$ cat config.mk
export PLATFORM = sky130hd
export DESIGN_NAME = wb_stream_top
export DESIGN_NICKNAME = d
export VERILOG_FILES = /design/src/hdl/wb_stream_pkg.sv /design/src/hdl/queue_if.sv /design/src/hdl/stream_fifo.sv /design/src/hdl/wb_stream_ctrl.sv /design/src/hdl/stream_alu.sv /design/src/hdl/wb_stream_top.sv
export VERILOG_INCLUDE_DIRS = /design/src /design/src/hdl
export SDC_FILE = /design/constraint.sdc
export NUM_CORES = 1
export LEC_CHECK = 0
export CAP_MARGIN = 20
export CORE_UTILIZATION = 45
export DETAILED_ROUTE_END_ITERATION = 7
export DONT_BUFFER_PORTS = 1
export PLACE_DENSITY_LB_ADDON = 0.08
export SETUP_SLACK_MARGIN = 0.15
export SLEW_MARGIN = 15
export SYNTH_ARGS = -nofsm -noshare
export SYNTH_HDL_FRONTEND = slang
export SYNTH_SLANG_ARGS = --single-unit
$ cat constraint.sdc
create_clock -name clk -period 4.4 [get_ports clk]
set_clock_uncertainty 0.1 [all_clocks]
set_input_delay 0.22 -clock clk [delete_from_list [all_inputs] [get_ports clk]]
set_output_delay 0.22 -clock clk [all_outputs]
set_load 0.005 [all_outputs]
$ cat src/hdl/wb_stream_params.svh
////////////////////////////////////////////////////////////////////////////
// address map, stream counts and queue depth of the stream accelerator
////////////////////////////////////////////////////////////////////////////

`ifndef WB_STREAM_PARAMS_SVH
`define WB_STREAM_PARAMS_SVH

// start of the register window
`define WB_STREAM_BASE 32'h3000_0000

// input stream i: status at +8i, data at +8i+4
`define WB_ISTREAM_STRIDE 8

// output stream: status at +16, data at +20
`define WB_OSTREAM_OFFSET 16

// control register, opcode in bits 1:0
`define WB_CTRL_OFFSET 32

`define WB_NUM_ISTREAM 2
`define WB_QUEUE_DEPTH 4

`endif

$ cat src/hdl/wb_stream_pkg.sv
////////////////////////////////////////////////////////////////////////////
// word type, decoded bus access kinds and ALU opcodes
////////////////////////////////////////////////////////////////////////////

package wb_stream_pkg;

  // one bus and stream word
  typedef logic [31:0] word_t;

  // decoded kind of the current bus access
  typedef enum logic [2:0] {
    ACC_NONE           = 3'd0,
    ACC_ISTREAM_STATUS = 3'd1,
    ACC_ISTREAM_WRITE  = 3'd2,
    ACC_OSTREAM_STATUS = 3'd3,
    ACC_OSTREAM_READ   = 3'd4,
    ACC_CTRL_WRITE     = 3'd5,
    ACC_CTRL_READ      = 3'd6
  } wb_access_e;

  // stream ALU operation, encoding matches control bits 1:0
  typedef enum logic [1:0] {
    // a + b
    ALU_ADD = 2'd0,
    // a - b
    ALU_SUB = 2'd1,
    // a & b
    ALU_AND = 2'd2,
    // a ^ b
    ALU_XOR = 2'd3
  } alu_op_e;

endpackage

$ cat src/hdl/queue_if.sv
////////////////////////////////////////////////////////////////////////////
// enqueue and dequeue sides of one stream queue
////////////////////////////////////////////////////////////////////////////

`timescale 1ns/1ps

interface queue_if;
  import wb_stream_pkg::*;

  // enqueue side
  logic  enq_val;
  logic  enq_rdy;
  word_t enq_msg;

  // dequeue side
  logic  deq_val;
  logic  deq_rdy;
  word_t deq_msg;

  modport queue (
    input  enq_val, enq_msg, deq_rdy,
    output enq_rdy, deq_val, deq_msg
  );

  modport producer (
    input  enq_rdy,
    output enq_val, enq_msg
  );

  modport consumer (
    input  deq_val, deq_msg,
    output deq_rdy
  );

endinterface

$ cat src/hdl/stream_fifo.sv
////////////////////////////////////////////////////////////////////////////
// circular buffer queue, val/rdy on both sides, no bypass path
////////////////////////////////////////////////////////////////////////////

`timescale 1ns/1ps

module stream_fifo #(
  parameter int DEPTH = 4
) (
  input logic clk,
  input logic rst_n_i,
  queue_if.queue q
);
  import wb_stream_pkg::*;

  localparam int PTR_W = $clog2(DEPTH);
  localparam int CNT_W = $clog2(DEPTH + 1);

  word_t            mem [DEPTH];
  logic [PTR_W-1:0] wr_ptr_q;
  logic [PTR_W-1:0] rd_ptr_q;
  logic [CNT_W-1:0] count_q;
  logic             enq_fire;
  logic             deq_fire;

  // pointer step with wrap for any depth
  function automatic logic [PTR_W-1:0] next_ptr(input logic [PTR_W-1:0] ptr);
    if (ptr == PTR_W'(DEPTH - 1)) begin
      return '0;
    end
    return ptr + 1'b1;
  endfunction

  // a full queue still takes a word when the head leaves in the same cycle
  assign q.enq_rdy = (count_q < CNT_W'(DEPTH)) || q.deq_rdy;
  assign q.deq_val = (count_q != '0);
  assign q.deq_msg = mem[rd_ptr_q];

  assign enq_fire = q.enq_val && q.enq_rdy;
  assign deq_fire = q.deq_val && q.deq_rdy;

  always_ff @(posedge clk) begin
    if (!rst_n_i) begin
      wr_ptr_q <= '0;
      rd_ptr_q <= '0;
      count_q  <= '0;
    end else begin
      if (enq_fire) begin
        wr_ptr_q <= next_ptr(wr_ptr_q);
      end
      if (deq_fire) begin
        rd_ptr_q <= next_ptr(rd_ptr_q);
      end
      case ({enq_fire, deq_fire})
        2'b10:   count_q <= count_q + 1'b1;
        2'b01:   count_q <= count_q - 1'b1;
        default: count_q <= count_q;
      endcase
    end
  end

  // storage
  always_ff @(posedge clk) begin
    if (enq_fire) begin
      mem[wr_ptr_q] <= q.enq_msg;
    end
  end

endmodule

$ cat src/hdl/wb_stream_ctrl.sv
////////////////////////////////////////////////////////////////////////////
// Wishbone slave for the stream window: decode, ack, control register,
// queue strobes and read data mux
////////////////////////////////////////////////////////////////////////////

`timescale 1ns/1ps

`include "wb_stream_params.svh"

module wb_stream_ctrl (
  input  logic                  clk,
  input  logic                  rst_n_i,
  input  logic                  wb_cyc_i,
  input  logic                  wb_stb_i,
  input  logic                  wb_we_i,
  input  wb_stream_pkg::word_t  wb_adr_i,
  input  wb_stream_pkg::word_t  wb_dat_i,
  output logic                  wb_ack_o,
  output wb_stream_pkg::word_t  wb_dat_o,
  output wb_stream_pkg::alu_op_e alu_op_o,
  queue_if.producer             istream_a,
  queue_if.producer             istream_b,
  queue_if.consumer             ostream
);
  import wb_stream_pkg::*;

  localparam int IDX_W = $clog2(`WB_NUM_ISTREAM);
  localparam word_t ISTREAM_SPAN = `WB_NUM_ISTREAM * `WB_ISTREAM_STRIDE;

  logic             bus_req;
  logic             ack_q;
  word_t            offset;
  word_t            stream_ofs;
  logic [IDX_W-1:0] istream_idx;
  wb_access_e       acc;
  alu_op_e          alu_op_q;
  logic             istream_not_full;

  ////////////////////////////////////////////////////////////////////////////
  // address decode
  ////////////////////////////////////////////////////////////////////////////

  assign bus_req = wb_cyc_i && wb_stb_i;

  // addresses below the base wrap to large offsets and fall outside
  assign offset      = wb_adr_i - `WB_STREAM_BASE;
  assign stream_ofs  = offset % `WB_ISTREAM_STRIDE;
  assign istream_idx = IDX_W'(offset / `WB_ISTREAM_STRIDE);

  always_comb begin
    acc = ACC_NONE;
    if (bus_req) begin
      if (offset < ISTREAM_SPAN) begin
        if (stream_ofs == 32'd0 && !wb_we_i) begin
          acc = ACC_ISTREAM_STATUS;
        end else if (stream_ofs == 32'd4 && wb_we_i) begin
          acc = ACC_ISTREAM_WRITE;
        end
      end else if (offset == `WB_OSTREAM_OFFSET && !wb_we_i) begin
        acc = ACC_OSTREAM_STATUS;
      end else if (offset == `WB_OSTREAM_OFFSET + 4 && !wb_we_i) begin
        acc = ACC_OSTREAM_READ;
      end else if (offset == `WB_CTRL_OFFSET) begin
        acc = wb_we_i ? ACC_CTRL_WRITE : ACC_CTRL_READ;
      end
    end
  end

  ////////////////////////////////////////////////////////////////////////////
  // ack and control register
  ////////////////////////////////////////////////////////////////////////////

  // one-cycle ack, never back to back
  always_ff @(posedge clk) begin
    if (!rst_n_i) begin
      ack_q    <= 1'b0;
      alu_op_q <= ALU_ADD;
    end else begin
      ack_q <= bus_req && !ack_q;
      if (ack_q && acc == ACC_CTRL_WRITE) begin
        alu_op_q <= alu_op_e'(wb_dat_i[1:0]);
      end
    end
  end

  assign wb_ack_o = ack_q;
  assign alu_op_o = alu_op_q;

  // queue strobes, only in the ack cycle
  // a write into a full queue is lost, the queue ignores enq_val then
  assign istream_a.enq_val = ack_q && (acc == ACC_ISTREAM_WRITE) &&
                             (istream_idx == IDX_W'(0));
  assign istream_a.enq_msg = wb_dat_i;
  assign istream_b.enq_val = ack_q && (acc == ACC_ISTREAM_WRITE) &&
                             (istream_idx == IDX_W'(1));
  assign istream_b.enq_msg = wb_dat_i;

  // empty queue ignores deq_rdy, so no pop happens
  assign ostream.deq_rdy = ack_q && (acc == ACC_OSTREAM_READ);

  ////////////////////////////////////////////////////////////////////////////
  // read data
  ////////////////////////////////////////////////////////////////////////////

  assign istream_not_full = (istream_idx == IDX_W'(0)) ? istream_a.enq_rdy
                                                        : istream_b.enq_rdy;

  always_comb begin
    case (acc)
      ACC_ISTREAM_STATUS: wb_dat_o = {31'b0, istream_not_full};
      ACC_OSTREAM_STATUS: wb_dat_o = {31'b0, ostream.deq_val};
      ACC_OSTREAM_READ:   wb_dat_o = ostream.deq_val ? ostream.deq_msg : '0;
      ACC_CTRL_READ:      wb_dat_o = {30'b0, alu_op_q};
      default:            wb_dat_o = '0;
    endcase
  end

endmodule

$ cat src/hdl/stream_alu.sv
////////////////////////////////////////////////////////////////////////////
// stream ALU, pairs A and B words and registers one result
////////////////////////////////////////////////////////////////////////////

`timescale 1ns/1ps

module stream_alu (
  input logic                   clk,
  input logic                   rst_n_i,
  input wb_stream_pkg::alu_op_e alu_op_i,
  queue_if.consumer             opnd_a,
  queue_if.consumer             opnd_b,
  queue_if.producer             result
);
  import wb_stream_pkg::*;

  logic  res_val_q;
  word_t res_msg_q;
  word_t alu_out;
  logic  drain;
  logic  take;

  // result leaves the stage this cycle
  assign drain = res_val_q && result.enq_rdy;

  // take a pair only when the stage is free or frees up now
  assign take = opnd_a.deq_val && opnd_b.deq_val && (!res_val_q || result.enq_rdy);

  assign opnd_a.deq_rdy = take;
  assign opnd_b.deq_rdy = take;

  always_comb begin
    case (alu_op_i)
      ALU_ADD: alu_out = opnd_a.deq_msg + opnd_b.deq_msg;
      ALU_SUB: alu_out = opnd_a.deq_msg - opnd_b.deq_msg;
      ALU_AND: alu_out = opnd_a.deq_msg & opnd_b.deq_msg;
      ALU_XOR: alu_out = opnd_a.deq_msg ^ opnd_b.deq_msg;
      default: alu_out = '0;
    endcase
  end

  // result stage valid flag
  always_ff @(posedge clk) begin
    if (!rst_n_i) begin
      res_val_q <= 1'b0;
    end else if (take) begin
      res_val_q <= 1'b1;
    end else if (drain) begin
      res_val_q <= 1'b0;
    end
  end

  always_ff @(posedge clk) begin
    if (take) begin
      res_msg_q <= alu_out;
    end
  end

  assign result.enq_val = res_val_q;
  assign result.enq_msg = res_msg_q;

endmodule

$ cat src/hdl/wb_stream_top.sv
////////////////////////////////////////////////////////////////////////////
// stream accelerator top: two input queues, ALU, output queue and
// the Wishbone control block
////////////////////////////////////////////////////////////////////////////

`timescale 1ns/1ps

`include "wb_stream_params.svh"

module wb_stream_top (
  input  logic                 clk,
  input  logic                 rst_n_i,
  input  logic                 wb_cyc_i,
  input  logic                 wb_stb_i,
  input  logic                 wb_we_i,
  input  wb_stream_pkg::word_t wb_adr_i,
  input  wb_stream_pkg::word_t wb_dat_i,
  output logic                 wb_ack_o,
  output wb_stream_pkg::word_t wb_dat_o
);
  import wb_stream_pkg::*;

  alu_op_e alu_op;

  // operand A, operand B and result queues
  queue_if istream_a_q ();
  queue_if istream_b_q ();
  queue_if ostream_q ();

  ////////////////////////////////////////////////////////////////////////////
  // queues
  ////////////////////////////////////////////////////////////////////////////

  stream_fifo #(
    .DEPTH (`WB_QUEUE_DEPTH)
  ) istream_a_fifo (
    .clk     (clk),
    .rst_n_i (rst_n_i),
    .q       (istream_a_q)
  );

  stream_fifo #(
    .DEPTH (`WB_QUEUE_DEPTH)
  ) istream_b_fifo (
    .clk     (clk),
    .rst_n_i (rst_n_i),
    .q       (istream_b_q)
  );

  stream_fifo #(
    .DEPTH (`WB_QUEUE_DEPTH)
  ) ostream_fifo (
    .clk     (clk),
    .rst_n_i (rst_n_i),
    .q       (ostream_q)
  );

  ////////////////////////////////////////////////////////////////////////////
  // compute and bus control
  ////////////////////////////////////////////////////////////////////////////

  stream_alu stream_alu_inst (
    .clk      (clk),
    .rst_n_i  (rst_n_i),
    .alu_op_i (alu_op),
    .opnd_a   (istream_a_q),
    .opnd_b   (istream_b_q),
    .result   (ostream_q)
  );

  wb_stream_ctrl wb_stream_ctrl_inst (
    .clk       (clk),
    .rst_n_i   (rst_n_i),
    .wb_cyc_i  (wb_cyc_i),
    .wb_stb_i  (wb_stb_i),
    .wb_we_i   (wb_we_i),
    .wb_adr_i  (wb_adr_i),
    .wb_dat_i  (wb_dat_i),
    .wb_ack_o  (wb_ack_o),
    .wb_dat_o  (wb_dat_o),
    .alu_op_o  (alu_op),
    .istream_a (istream_a_q),
    .istream_b (istream_b_q),
    .ostream   (ostream_q)
  );

endmodule

==> results of run 1 <==
final timing paths:
| check | startpoint | end | slack [ps] | depth (start not counted) |
|---|---|---|---|---|
| setup / recovery | flop | stream_alu_inst.result.enq_msg[30] | -190 | 17 |
| hold / removal | wb_adr_i[2] | wb_stream_ctrl_inst.alu_op_o[0] | 50 | 4 |
| setup reg to reg | flop | stream_alu_inst.result.enq_msg[30] | -190 | 17 |
| hold reg to reg | stream_alu_inst.result.enq_val | stream_alu_inst.result.enq_val | 400 | 2 |
power breakdown:
group	leakage, nW	switching [mW]	internal [mW]
registers	3.99	0.000792	4.61
clock network	0.699	1.62	2.13
logic	3.39	0.0412	0.0295
placed cells by master, fill, tap and decap left out, types with 8 or more instances in the layout:
cell           netlist  final
edfxtp_1           416    416
buf_4                1    151
mux4_2              96     96
ha_1                82     77
nand2_1             52     51
clkbuf_16            0     48
nor2b_1             47     46
a21oi_1             53     39
inv_1               37     36
nor2_1              37     36
dlygate4sd3_1        0     36
xnor2_1             33     32
xor2_1              31     31
o21ai_0             45     31
dfxtp_1             31     26
mux2i_1             23     22
and2_1              19     19
a21o_1              16     16
clkinv_1             0     15
a21oi_2              1     14
nor3_1              15     13
mux2_2              13     13
nand2b_1            12     11
clkbuf_1            32     11
nor4_1              12     10
o21ai_1              1     10
o21a_1              10     10
a21boi_0             9      9
or3_1                9      8
nand4_1              8      8
flip-flops by register name, summed over array words and instances (netlist names), 3 cells and up, named ones only:
register,cells
istream_a_fifo.count_q,3
istream_b_fifo.count_q,3
ostream_fifo.count_q,3
istream_a_fifo.mem,128
stream_alu_inst.result.enq_msg,32
ostream_fifo.mem,128
istream_b_fifo.mem,128
logic make-up after synthesis:
logic type	after synthesis	share of synthesized area, %
buf+inv	83	1.733
flops	447	65.35
simple gates	237	6.423
mux	132	12.65
compound gates	177	5.456
xor+xnor	65	2.875
fa+ha+maj	86	5.512
cell type report:
cell class,count,area [um^2]
multi-input cells,697,6927
flip-flops and latches,447,13120
diodes,3,7.507
inverters,37,138.9
repair buffers,195,1632
well taps,592,740.7
clock inverters,27,225.2
fillers,3602,20090
clock buffers,59,1242
metal layers:
layer	global-route usage, %	vias up
met1	27.75	5412
met3	2.692	56
met4	5.714	0
li1	-	5208
met2	29.34	166
met5	0	-
through the flow:
stage / TNS, ps / utilization (%) / power, mW / cell area, um^2
6_report: -1523 / 54.47 / 8.439 / 24030
5_1_grt: -4402 / 54.46 / 8.700 / 24030
4_1_cts: -1905 / 53.84 / 8.542 / 23760
3_5_place_dp: -2146 / 49.29 / 4.717 / 21750
3_3_place_gp: -1599 / 49.29 / 4.717 / 21750
2_1_floorplan: -179.9 / - / 4.718 / 20130
worst max-delay path, cell delays in order (launching register included):
cell,delay [ps]
dfxtp_4,370
buf_12,120
mux4_2,540
nor4_4,360
nand2_2,120
or4_4,560
buf_6,160
buf_4,130
nor2_4,120
a21oi_1,90
xnor2_1,140
ha_1,360
nand4_1,150
buf_4,170
nor2_1,160
a41oi_2,170
o21a_1,210
o31a_1,280
repair_timing:
item,in CTS,in global routing
hold endpoints to repair,287,0
gates resized for setup,27,42
buffers inserted,10,11
pin swaps,24,22
hold buffers,36,0
endpoints found under the setup margin,17,22
==> impl_metrics.tcl, run 1 <==
set metrics [dict create \
    status "finished with violations" \
    violations "negative setup slack" \
    die_h_um 213.2 \
    synthToLayoutAreaGrowth_pct 19.78 \
    grt_setup_unrepaired "yes" \
    clock-sinks 447 \
    clkTransAtPathRegs_ps 60 \
    synthCells 1227 \
    cp_max_fo 6 \
    setup_viol 13 \
    period_needed_ps 4590 \
    hold_violations 0 \
    grt_max_degree 56 \
    first_global_vias 10990 \
    cts_tree "built" \
    crit_type "flop to flop" \
    syn_area_per_cell_um2 16.35 \
    cts_buffer_depth 3 \
    grt_overflow 0 \
    wl_met2_um 19020 \
    top_layer_used "met4" \
    end_kind "flop" \
    vias 10840 \
    drtAntennaViolNets 0 \
    leakagePower_nw 8.078 \
    vias_per_cell 5.271 \
    totalWireLength_um 41660 \
    grt_pass1_wl_um 64310 \
    ys_top_cells_by_area "edfxtp_1, mux4_2, ha_1" \
    ys.warnings.count 0 \
    synth_commonest_cells "edfxtp_1, mux4_2, ha_1" \
    yosysUniqueCellTypes 62 \
    dp_cells 1911 \
    root_buffer "clkbuf_16" \
    hp-class "input port to flop" \
    ios 102 \
    synth_top_area_share_pct 62.26 \
    nets 1580 \
    relSlewSlack_pct 42.13 \
    synth_edf_count 416 \
    max_freq_mhz 217.9 \
    insertion_delay_ps 600 \
    gp_congestion 0.7854 \
    synth_nets 1382 \
    finalCritPeriodShare_pct 104.3 \
    synthFlopType "edfxtp_1" \
    startpoint_type "flop" \
    pre_cts_slack_ps -210.6 \
    whs_ps 47.22 \
    wire_per_inst_um 20.25 \
    wl_met3_um 1227 \
    worst_slack_ps -189.5 \
    fin_cells 2057 \
    drc 0 \
    ir_worst_vdd_mv 0.3133 \
    row_count 77 \
    async_reset_ff_share_pct 0 \
    arrival_ps 4810 \
    worstPathRequired_ps 4620 \
    antenna_found_initial 3 \
    synth-seq-area-share_pct 65.35 \
    synth_most_common_cell "edfxtp_1" \
    hpwl_um 27090 \
    synth_area_um2 20070 \
    drv_slew 0 \
    chipWidth_um 213.2 \
    wl_met1_um 20580 \
    drive_gt1_share_pct 27.22 \
    cts-htree-levels 2 \
    cts_buffers 47 \
    max_cap_violations 0 \
    start_util_pct 45.47 \
    tightest_slew_ps 865.2 \
    core_area_um2 44120 \
    grt_usage_pct 18.93 \
    yosys_register_bits 447 \
    p_per_area_nw_per_um2 351.1 \
    port_buffers 0 \
    yosys.area.top_type "edfxtp_1" \
    firstDrtPassIters 5 \
    die-area_um2 45440 \
    drt_iter0_drc 637 \
]
Power figures use the tool's default switching activity.
==> run 2, diff against run 1 <==
--- a/config.mk
+++ b/config.mk
@@ -10,6 +10,7 @@
 export CORE_UTILIZATION = 45
 export DETAILED_ROUTE_END_ITERATION = 7
 export DONT_BUFFER_PORTS = 1
+export GPL_TIMING_DRIVEN = 0
 export PLACE_DENSITY_LB_ADDON = 0.08
 export SETUP_SLACK_MARGIN = 0.15
 export SLEW_MARGIN = 15
==> run 2 against run 1 <==
  * The run still ends with negative setup slack left
  * Wire length increased by 5.1%
  * Sequential cell count unchanged
  * Register-to-register slack got worse by 310 ps
  * Worst setup slack got worse by 310 ps
  * Sequential share of layout area increased by 0.17 points
  * Die area unchanged
  * Cell count decreased by 2.5%
  * Non-clock buffer count decreased by 49
==> impl_metrics.tcl, run 2 (synthesized netlist as in run 1, its figures left out) <==
set metrics [dict create \
    crit_type "flop to flop" \
    leakagePower_nw 7.820 \
    worstPathRequired_ps 4590 \
    grt_setup_unrepaired "yes" \
    cts_buffer_depth 3 \
    antenna_found_initial 2 \
    final_cell_mix "edfxtp_1, mux4_2, ha_1" \
    gp_congestion 0.8479 \
    hold_start "rst_n_i" \
    dp_cells 1833 \
    hold_violations 0 \
    drive_gt1_share_pct 25.21 \
    utilization_pct 54.27 \
    violations "negative setup slack" \
    grt_usage_pct 19.93 \
    vias_per_cell 5.396 \
    grt_max_degree 29 \
    cts-htree-levels 2 \
    finalCritPeriodShare_pct 111.3 \
    vias 10820 \
    tightest_slew_ps 883.8 \
    start_util_pct 45.47 \
    die-area_um2 45440 \
    max_cap_violations 0 \
    reg.largest.list "istream_a_fifo.mem (128), istream_b_fifo.mem (128), ostream_fifo.mem (128)" \
    cts_buffers 47 \
    drc 0 \
    whs_ps 36.18 \
    drv_slew 0 \
    nFillCells 3584 \
    nets 1531 \
    relSlewSlack_pct 41.08 \
    place_area_um2 21200 \
    p_total_mw 8.453 \
    totalWireLength_um 43800 \
    fin_cells 2005 \
    fin_area_um2 23950 \
    final_common_cell "edfxtp_1" \
    clock-sinks 447 \
    core_area_um2 44120 \
    ir_worst_vdd_mv 0.2830 \
    setup_viol 13 \
    hpwl_um 30400 \
    max_freq_mhz 204.2 \
    synthToLayoutAreaGrowth_pct 19.34 \
    p_per_area_nw_per_um2 353.0 \
    startpoint_type "flop" \
    status "finished with violations" \
    end_kind "flop" \
    firstDrtPassIters 4 \
    chipWidth_um 213.2 \
    clkTransAtPathRegs_ps 60 \
    root_buffer "clkbuf_16" \
    grt_pass1_wl_um 66600 \
    port_buffers 0 \
    die_h_um 213.2 \
    worst_slack_ps -497.9 \
    hp-class "input port to flop" \
    cts_tree "built" \
    row_count 77 \
    cp_max_fo 10 \
    period_needed_ps 4898 \
    ios 102 \
    drt_iter0_drc 552 \
    insertion_delay_ps 590 \
    grt_overflow 0 \
    wire_per_inst_um 21.84 \
    first_global_vias 11040 \
    drtAntennaViolNets 0 \
    arrival_ps 5090 \
]
run 2: cell types whose count changed in the layout (fill, tap and decap cells not counted), sizes merged:
| cell | change |
|---|---|
| clkinv | +1 |
| buf | -81 |
| clkbuf | +30 |
| bufinv | +1 |
| diode | -2 |
| clkinvlp | -1 |
run 2: final timing paths:
path | end | slack [ps] | depth (start not counted)
worst min register to register | ostream_fifo.mem[0][30] | 390 | 0
worst max-delay path | stream_alu_inst.result.enq_msg[31] | -500 | 18
worst min-delay path | stream_alu_inst.result.enq_val | 40 | 2
worst max register to register | stream_alu_inst.result.enq_msg[31] | -500 | 18
run 2: layer usage:
metal	up-vias	share of wire (%)	GRT usage, %
met1	5429	46	27.88
met2	217	48	32.18
met5	-	0.023	0
li1	5103	-	-
met4	2	2.2	6.108
met3	68	4.1	3.059
run 2: repair_timing:
action | CTS | global route
gates cloned | 1 | 0
gates resized for setup | 65 | 61
pin swaps | 22 | 24
hold endpoints to repair | 272 | 0
hold buffers | 36 | 0
setup endpoints to repair | 21 | 21
setup buffers | 36 | 11
run 2: power breakdown:
group	total, mW	switching (mW)	internal (mW)
clock	3.77	1.60	2.17
combinational	0.0705	0.0405	0.0300
sequential	4.61	0.000792	4.61
run 2: area by class of cell:
class / instances / area [um^2] / area share, %
clock buffer: 57 / 1224 / 5.110
sequential: 447 / 13110 / 54.77
tap: 592 / 740.7 / 3.093
buffer: 46 / 267.8 / 1.118
antenna: 1 / 2.502 / 0.01045
multi-input combinational: 697 / 7114 / 29.71
inverter: 37 / 138.9 / 0.5800
clock inverter: 28 / 262.8 / 1.097
timing repair buffer: 100 / 1081 / 4.515
run 2: through the flow:
stage	setup TNS, ps	setup slack [ps]
detailed placement	-14640	-1237
floorplan	-179.9	-35.91
CTS	-4723	-564.4
finish	-4253	-497.9
global route	-6771	-690.7
global placement	-34810	-1236
run 2: critical path: stages (launching register included):
cell      delay (ps)
dfxtp_2          340
buf_12           140
buf_12           150
mux4_2           640
or4_4            480
nand2b_1         210
or2_4            300
nor2_4           130
nor2_1            70
xnor2_1          170
ha_2             410
a211oi_2         100
a32oi_1          310
a21oi_1          140
nor3_2           250
a21oi_4          130
a31oi_4          250
xnor2_2          140
o21ai_2          110
==> run 3, diff against run 2 <==
--- a/config.mk
+++ b/config.mk
@@ -7,7 +7,7 @@
 export NUM_CORES = 1
 export LEC_CHECK = 0
 export CAP_MARGIN = 20
-export CORE_UTILIZATION = 45
+export CORE_UTILIZATION = 58
 export DETAILED_ROUTE_END_ITERATION = 7
 export DONT_BUFFER_PORTS = 1
 export GPL_TIMING_DRIVEN = 0
==> run 3 against run 2 <==
  * The flow still finishes with violations (negative setup slack)
  * Sequential cell count unchanged
  * Global-route usage up 3.6 points
  * Count of clock-buffer cells in the layout up 7
  * Via count up 0.95%
  * Cell count down 7.3%
  * Die area down 22%
  * Cell area down 1.3%
  * Clock power down 5.8%
  * Sequential power about the same
  * First-iteration DRC count up 48%
  * Critical path depth unchanged
  * Worst setup slack better by 59 ps
  * Highest routed layer is now met4
==> impl_metrics.tcl, run 3 (synthesized netlist as in run 1, its figures left out) <==
set metrics [dict create \
    startpoint_type "flop" \
    arrival_ps 5010 \
    crit_type "flop to flop" \
    reg.largest.list "istream_a_fifo.mem (128), istream_b_fifo.mem (128), ostream_fifo.mem (128)" \
    worst_slack_ps -439.3 \
    gp_congestion 0.8785 \
    die-area_um2 35340 \
    final_cell_mix "edfxtp_1, mux4_2, ha_1" \
    max_stage_delay_ps 540 \
    hpwl_um 27560 \
    max_freq_mhz 206.6 \
    hold_path_depth 4 \
    tns_ps -4509 \
    comb_power_share_pct 0.9 \
    leakagePower_nw 7.789 \
    grt_overflow 0 \
    die_h_um 188 \
    fin_cells 1858 \
    setup_viol 14 \
    core_area_um2 33780 \
    root_buffer "clkbuf_16" \
    nets 1528 \
    insertion_delay_ps 570 \
    drtAntennaViolNets 0 \
    relSlewSlack_pct 34.61 \
    grt_usage_pct 23.48 \
    worstPathRequired_ps 4570 \
    pre_cts_slack_ps -1114 \
    switchingPower_mw 1.574 \
    utilization_pct 69.94 \
    ir_worst_vdd_mv 0.3628 \
    vias_per_cell 5.878 \
    vias 10920 \
    dp_cells 1688 \
    cp_max_fo 6 \
    hp-class "input port to flop" \
    slowest_stage "mux4_2" \
    wire_per_inst_um 22.02 \
    firstDrtPassIters 7 \
    p_int_mw 6.665 \
    tightest_slew_ps 975.0 \
    reg2reg_depth 18 \
    grt_max_degree 33 \
    synthToLayoutAreaGrowth_pct 17.75 \
    p_sw_share_pct 19.10 \
    status "finished with violations" \
    cts-htree-levels 2 \
    first_global_vias 10800 \
    grt_pass1_wl_um 62390 \
    drc 0 \
    row_count 67 \
    clockPowerShare_pct 43.1 \
    p_per_area_nw_per_um2 348.7 \
    cts_tree "built" \
    start_util_pct 59.39 \
    drt_iter0_drc 819 \
    antenna_found_initial 2 \
    chipWidth_um 188 \
    p_seq_share_pct 56.0 \
    end_kind "flop" \
    ios 102 \
    totalWireLength_um 40910 \
    period_needed_ps 4839 \
    finalCritPeriodShare_pct 110.0 \
    drv_slew 0 \
    drive_gt1_share_pct 24.22 \
    cts_buffers 44 \
    final_common_cell "edfxtp_1" \
    port_buffers 0 \
    clkTransAtPathRegs_ps 60 \
    critPathMostFrequentCell "o21ai_2" \
    violations "negative setup slack" \
    clock-sinks 447 \
    grt_setup_unrepaired "yes" \
    max_cap_violations 0 \
    hold_violations 0 \
    cp_cell_sequence "buf_12 > buf_16 > mux4_2 > or3_4 > or4_4 > buf_8 > o21ai_2 > xor2_1 > ha_1 > a21o_1 > a2111o_1 > a211oi_4 > o21ai_2 > a21oi_2 > buf_4 > a31oi_4 > xnor2_2 > o21ai_2" \
    cts_buffer_depth 3 \
]
run 3: path summary, 6_finish.rpt:
check,slack [ps],start,end
max,-440,flop,stream_alu_inst.result.enq_msg[31]
min reg2reg,400,stream_alu_inst.result.enq_msg[22],ostream_fifo.mem[1][22]
min,50,wb_adr_i[2],wb_stream_ctrl_inst.alu_op_o[1]
max reg2reg,-440,flop,stream_alu_inst.result.enq_msg[31]
run 3: through the flow:
stage,area (um^2),hold WS (ps),power (mW)
2_1_floorplan,20130,218.9,4.718
3_3_place_gp,20690,219.1,4.721
5_1_grt,23630,77.96,8.464
4_1_cts,23250,21.42,8.308
3_5_place_dp,20990,219.2,4.721
6_report,23630,47.69,8.239
run 3: what timing repair did:
item,in CTS,in global routing
cloned,1,0
hold buffers,36,0
resized for setup,66,44
endpoints found under the hold margin,273,0
buffers inserted,28,21
endpoints found under the setup margin,21,22
pin swaps,39,24
run 3: final cells by class:
class | count | area, um^2
Inverter | 37 | 138.9
Multi-Input combinational cell | 697 | 7043
Buffer | 46 | 272.8
Clock buffer | 64 | 1267
Sequential cell | 447 | 13110
Timing Repair Buffer | 100 | 1105
Fill cell | 2203 | 10160
Tap cell | 448 | 560.5
Clock inverter | 17 | 121.4
Antenna cell | 2 | 5.005
run 3: worst max-delay path: cells and delay by family, from the launching register on:
| family | cells | cell delay (ps) |
|---|---|---|
| muxes | 1 | 540 |
| DFF | 1 | 340 |
| adders and majority gates | 1 | 290 |
| buffers and inverters | 4 | 550 |
| and+or+nand+nor | 2 | 930 |
| xor gates and xnor gates | 2 | 350 |
| AOI/OAI and AO/OA | 8 | 1450 |
run 3: layer usage:
layer  share of wire [%]  vias up  global-route usage, %
met5                   0        -                      0
met4                 2.2        0                  7.223
met3                 5.3       62                  3.687
met2                  48      303                  37.07
met1                  45     5460                  33.97
li1                    -     5097                      -
run 3: power groups by stage:
stage                     logic [mW]  clock network, mW  registers, mW
after floorplan               0.0125                  0           4.71
after global placement        0.0153                  0           4.71
after detailed placement      0.0156                  0           4.71
after CTS                     0.0703               3.62           4.61
after global routing          0.0780               3.78           4.61
final                         0.0714               3.55           4.61
